File: src/mem_pkg.sv
package mem_pkg;

    localparam int DATA_W = 16;                         // bits per word
    localparam int ADDR_W = 10;                         // word address bits for 1024 words

    localparam int OFFSET_W = 2;                        // word within line
    localparam int INDEX_W  = 3;                        // line select
    localparam int TAG_W    = ADDR_W - INDEX_W - OFFSET_W; // remaining upper bits

    localparam int WORDS_PER_LINE = 1 << OFFSET_W;      // 4 words per line
    localparam int NUM_LINES      = 1 << INDEX_W;       // 8 lines per cache

    typedef logic [DATA_W-1:0] word_t;                  // one data word
    typedef logic [ADDR_W-1:0] waddr_t;                 // one word address

    // cache view of a word address
    typedef struct packed {
        logic [TAG_W-1:0]    tag;                       // upper bits kept in the tag array
        logic [INDEX_W-1:0]  index;                     // picks the line
        logic [OFFSET_W-1:0] offset;                    // picks the word in the line
    } addr_fields_t;

    // same ten bits seen flat by memory or split by the cache
    typedef union packed {
        waddr_t       flat;                             // plain word address
        addr_fields_t fields;                           // tag index offset split
    } addr_u;

endpackage

File: src/bus_pkg.sv
package bus_pkg;

    localparam int MEM_LATENCY = 3;                     // issue to response in cycles
    localparam int MEM_CREDITS = 2;                     // max requests in flight at memory
    localparam int CREDIT_W    = $clog2(MEM_CREDITS + 1); // counter holds 0 to MEM_CREDITS

    // processor side access held until stall drops
    typedef struct packed {
        logic            en;                            // access present
        logic            we;                            // store when set
        mem_pkg::addr_u  addr;                          // word address
        mem_pkg::word_t  wdata;                         // store data
    } cpu_req_t;

    // one request on the shared memory bus
    typedef struct packed {
        logic            valid;                         // request present
        logic            we;                            // write when set
        mem_pkg::addr_u  addr;                          // word address
        mem_pkg::word_t  wdata;                         // write data
    } mem_req_t;

    // read data coming back from memory
    typedef struct packed {
        logic            valid;                         // read data present
        logic            src;                           // 0 instr cache and 1 data cache
        mem_pkg::word_t  rdata;                         // returned word
    } mem_rsp_t;

endpackage

File: src/mem_arbiter.sv
`timescale 1ns/1ps

module mem_arbiter (
    input  logic              clk,
    input  logic              rst_n,
    input  bus_pkg::mem_req_t req_i,
    input  bus_pkg::mem_req_t req_d,
    input  bus_pkg::mem_rsp_t mem_rsp,
    input  logic              credit_return,
    output logic              gnt_i,
    output logic              gnt_d,
    output bus_pkg::mem_rsp_t rsp_i,
    output bus_pkg::mem_rsp_t rsp_d,
    output bus_pkg::mem_req_t mem_req,
    output logic              mem_src
);

    logic [bus_pkg::CREDIT_W-1:0] credit_cnt;   // free slots at memory
    logic                         last_d;       // data cache won the last grant
    logic                         can_issue;
    logic                         issue;

    assign can_issue = (credit_cnt != '0);

    // round robin between the two caches
    assign gnt_i = can_issue && req_i.valid && (!req_d.valid || last_d);
    assign gnt_d = can_issue && req_d.valid && (!req_i.valid || !last_d);
    assign issue = gnt_i || gnt_d;

    always_comb begin
        mem_req       = gnt_d ? req_d : req_i;  // winner drives the bus
        mem_req.valid = issue;
    end

    assign mem_src = gnt_d;                     // tag so the response finds its way home

    always_ff @(posedge clk) begin
        if (!rst_n) begin
            last_d <= 1'b0;
        end else if (issue) begin
            last_d <= gnt_d;
        end
    end

    // credit counter
    always_ff @(posedge clk) begin
        if (!rst_n) begin
            credit_cnt <= bus_pkg::CREDIT_W'(bus_pkg::MEM_CREDITS); // start full
        end else if (issue && !credit_return) begin
            credit_cnt <= credit_cnt - 1'b1;    // one more in flight
        end else if (!issue && credit_return) begin
            credit_cnt <= credit_cnt + 1'b1;    // memory freed a slot
        end
    end

    // route the response by its source bit
    always_comb begin
        rsp_i       = mem_rsp;
        rsp_i.valid = mem_rsp.valid && !mem_rsp.src;
        rsp_d       = mem_rsp;
        rsp_d.valid = mem_rsp.valid && mem_rsp.src;
    end

endmodule

File: config.mk
export PLATFORM = sky130hd
export DESIGN_NAME = mem_arbiter
export DESIGN_NICKNAME = d
export VERILOG_FILES = /design/src/mem_pkg.sv /design/src/bus_pkg.sv /design/src/mem_arbiter.sv
export SDC_FILE = /design/constraint.sdc
export NUM_CORES = 1
export LEC_CHECK = 0
export BUFFER_PORTS_ARGS = -buffer_cell sky130_fd_sc_hd__buf_4
export CAP_MARGIN = 20
export CELL_PAD_IN_SITES_DETAIL_PLACEMENT = 1
export CELL_PAD_IN_SITES_GLOBAL_PLACEMENT = 1
export CORE_UTILIZATION = 18
export DETAILED_ROUTE_END_ITERATION = 10
export GPL_TIMING_DRIVEN = 0
export PLACE_DENSITY = 0.92
export SYNTH_ARGS = -nofsm -noshare
export SYNTH_HDL_FRONTEND = slang
export SYNTH_SLANG_ARGS = --single-unit
File: constraint.sdc
create_clock -name clk -period 3.11 [get_ports clk]
set_input_delay 0.1555 -clock clk [delete_from_list [all_inputs] [get_ports clk]]
set_output_delay 0.1555 -clock clk [all_outputs]
set_load 0.05 [all_outputs]
==> run metrics <==
Post-Syn Area approximately 890 sq um; total global routing overflow 0; Net Sw Power 0.000502 W; Final min period around 1.8 ns; Clk Latency, worst-skew pair 0.21 ns; initial antenna violation count 0; main combinational cell family by area after synthesis multiplexers; Gate Count Post-Synth 89; sequential area share after synthesis 0.0678; Port Buffers 127; GRT Resource Usage Total 0.117; Comb power frac 0.816; die area roughly 0.0052 sq mm; vias 1104; initial DRC count 9; post-synth cell types 21; CTS resizes 0; Reg2Reg Setup Slack approximately 1.7 ns; max-cap violations 0; number of global-route vias before repair 1042; Final GP Congestion roughly 0.67; Max Root-Sink Buffers 2; Ant. Diodes 0; Vias/cell around 3.8; Worst Hold Class primary input to flip-flop; Setup Skew between 0.0003 and 0.0004 ns; Period Utilization, post-route 0.589; hold path start rst_n; clock transition at the registers of the reported paths roughly 0.030 ns; CORE AREA 0.00472 sq mm; DRT Wirelength roughly 3500 um; largest cells by area after synthesis mux2_4, buf_4, mux2_2; worst r2r dst credit_cnt[1]$_SDFFE_PN1P_; Ys Warns 0; Max VDD drop about 310 uV; I/O Pins ~140; share of layout cells above drive strength 1 0.895; Initial Util 0.188; DP HPWL approximately 3200 um; final instance area ~0.0020 sq mm; RR Startpoint credit_cnt[0]$_SDFFE_PN0P_; setup bufs post-CTS 0; post-synthesis register bit count 3; clk root buf clkbuf_8; clock share of power 0.116; register share of total power 0.067; worst setup path class flip-flop to output port; Synth Area in Simple Gates 0.0452; first-pass GRT wire length approximately 4800 um; CTS tree built; mux contribution to synthesized area 0.424; DRC violations left 0; worst-margin pin slew about 0.22 ns; internal power about 0.00047 W; DRT Pass-1 Iters 4; area growth from synthesis to layout 122%; Final setup viols 0; H-Tree Depth 1; Worst setup EP type output port; Setup crit start kind flip-flop; Max Fclk 546 MHz; syn_area_per_cell ~10 sq um; Post-Synth Adder-Cell Area 0.0141; CTS Buf Count 3; WL/cell roughly 12 um; hold path cells 2; Rel. slew slack 0.851; Die H 72.2 um; Nets about 300; Core Rows 25; final setup TNS 0 ns; hold violation total from the final report 0; Syn Nets 167; outcome complete, no violations; largest area contributor in the synthesized netlist mux2_4; Hold Path End credit_cnt[1]$_SDFFE_PN1P_; Crit Path Max Fanout 10; Slew Limit Fails 0; # fillers 578; ANT nets after route 0; Synth top area share 0.322; CP Data Arrival Time 1.68 ns; XOR/XNOR Fraction of Synth Area 0.0198; Req. time, crit path a little under 3 ns; pin count of the biggest net entering global routing 11; Sw Share 0.514; Area after DPL ~0.0019 sq mm; RSZ-0062 raised after global routing false; Clock Sinks 3; die width ~72 um; reg2reg path depth 4; power density over cell area 496 mW/mm^2; Synth Area in Compound Gates 0.0537; Pleak between 1 and 1.5 nW; hold buffer count at CTS 0
[metal layers]
metal / part of all wire / vias to the layer above / global-route usage / wire (um)
li1: - / 526 / - / -
met1: 0.31 / 515 / 0.107 / 1080
met2: 0.59 / 61 / 0.252 / 2070
met3: 0.097 / 2 / 0.0306 / 338
met4: 0.0023 / 0 / 0.0196 / 8
met5: 0 / - / 0 / 0
[power by group through the flow]
| stage | clock network, W | logic, W | registers [W] |
|---|---|---|---|
| finish | 0.000113 | 0.000797 | 0.0000658 |
| floorplan | 0 | 0.000589 | 0.0000632 |
| global placement | 0 | 0.000792 | 0.0000659 |
| global route | 0.000120 | 0.000831 | 0.0000686 |
| detailed placement | 0 | 0.000804 | 0.0000666 |
| CTS | 0.000115 | 0.000805 | 0.0000662 |
[cell usage in the layout, fill, tap and decap left out]
cell / Yosys / routed
mux2_2: 8 / 8
and2_1: 2 / 2
clkbuf_1: 0 / 1
o21ai_0: 2 / 2
o22a_1: 1 / 1
ha_1: 1 / 1
buf_12: 2 / 2
a21o_1: 1 / 1
xnor2_1: 2 / 2
dfxtp_1: 3 / 3
inv_1: 3 / 3
nor2b_1: 1 / 1
nand3_1: 1 / 1
buf_6: 1 / 1
o21ai_2: 1 / 1
buf_4: 36 / 163
a21oi_1: 1 / 1
or3_1: 1 / 1
clkbuf_8: 0 / 3
a21boi_0: 1 / 1
nand2b_1: 1 / 1
mux2_4: 19 / 19
nand2_1: 1 / 1
[critical path, cell delays in order, from the launching register on]
cell     delay, ns
dfxtp_1       0.42
o21ai_2       0.08
a21o_1        0.16
buf_6         0.15
buf_12        0.16
mux2_4        0.30
buf_4         0.19
[Yosys cell counts (all sizes together)]
cell type	count
or3	1
nand2	1
nand3	1
nor2b	1
a21o	1
buf	39
and2	2
a21oi	1
nand2b	1
dfxtp	3
a21boi	1
mux2	27
ha	1
xnor2	2
o21ai	3
o22a	1
inv	3
[flip-flops by register name, summed over array words and instances (netlist names)]
signal,count
credit_cnt,2
last_d,1
[worst max-delay path by stage]
stage / startpoint / to / slack, ns / depth (start not counted)
after floorplan: credit_cnt[0]$_SDFFE_PN0P_ / mem_src / 1.45 / 6
after global placement: credit_cnt[0]$_SDFFE_PN0P_ / mem_req[9] / 1.51 / 6
after detailed placement: credit_cnt[0]$_SDFFE_PN0P_ / mem_req[10] / 1.49 / 6
after CTS: credit_cnt[0]$_SDFFE_PN0P_ / mem_req[10] / 1.26 / 6
after global routing: credit_cnt[0]$_SDFFE_PN0P_ / mem_req[10] / 1.20 / 6
final: credit_cnt[0]$_SDFFE_PN0P_ / mem_req[2] / 1.28 / 6
[logic make-up after synthesis]
| family | count (synthesis) |
|---|---|
| fa+ha+maj | 1 |
| flops | 3 |
| mux | 27 |
| simple gates | 7 |
| buf+inv | 42 |
| xor+xnor | 2 |
| compound gates | 7 |
[per-stage QoR]
| stage | hold slack, ns | setup WS (ns) | utilization | total power, W | std cells |
|---|---|---|---|---|---|
| 4_1_cts | 0.145 | 1.26 | 0.417 | 0.000986 | 287 |
| 3_3_place_gp | 0.357 | 1.51 | 0.407 | 0.000858 | 283 |
| 2_1_floorplan | 0.227 | 1.45 | - | 0.000652 | 89 |
| 5_1_grt | 0.160 | 1.20 | 0.417 | 0.00102 | 287 |
| 3_5_place_dp | 0.360 | 1.49 | 0.407 | 0.000870 | 283 |
| 6_report | 0.143 | 1.28 | 0.417 | 0.000976 | 287 |
[layout make-up]
type	count	area (sq um)	share of cell area
clock buffer	4	45.0	0.0229
timing repair buffer	127	953	0.484
inverter	3	11.3	0.00572
multi-input combinational	44	493	0.250
tap	67	83.8	0.0426
sequential	3	60.1	0.0305
buffer	39	322	0.163
Note: power is estimated with default switching activity, not from simulation.
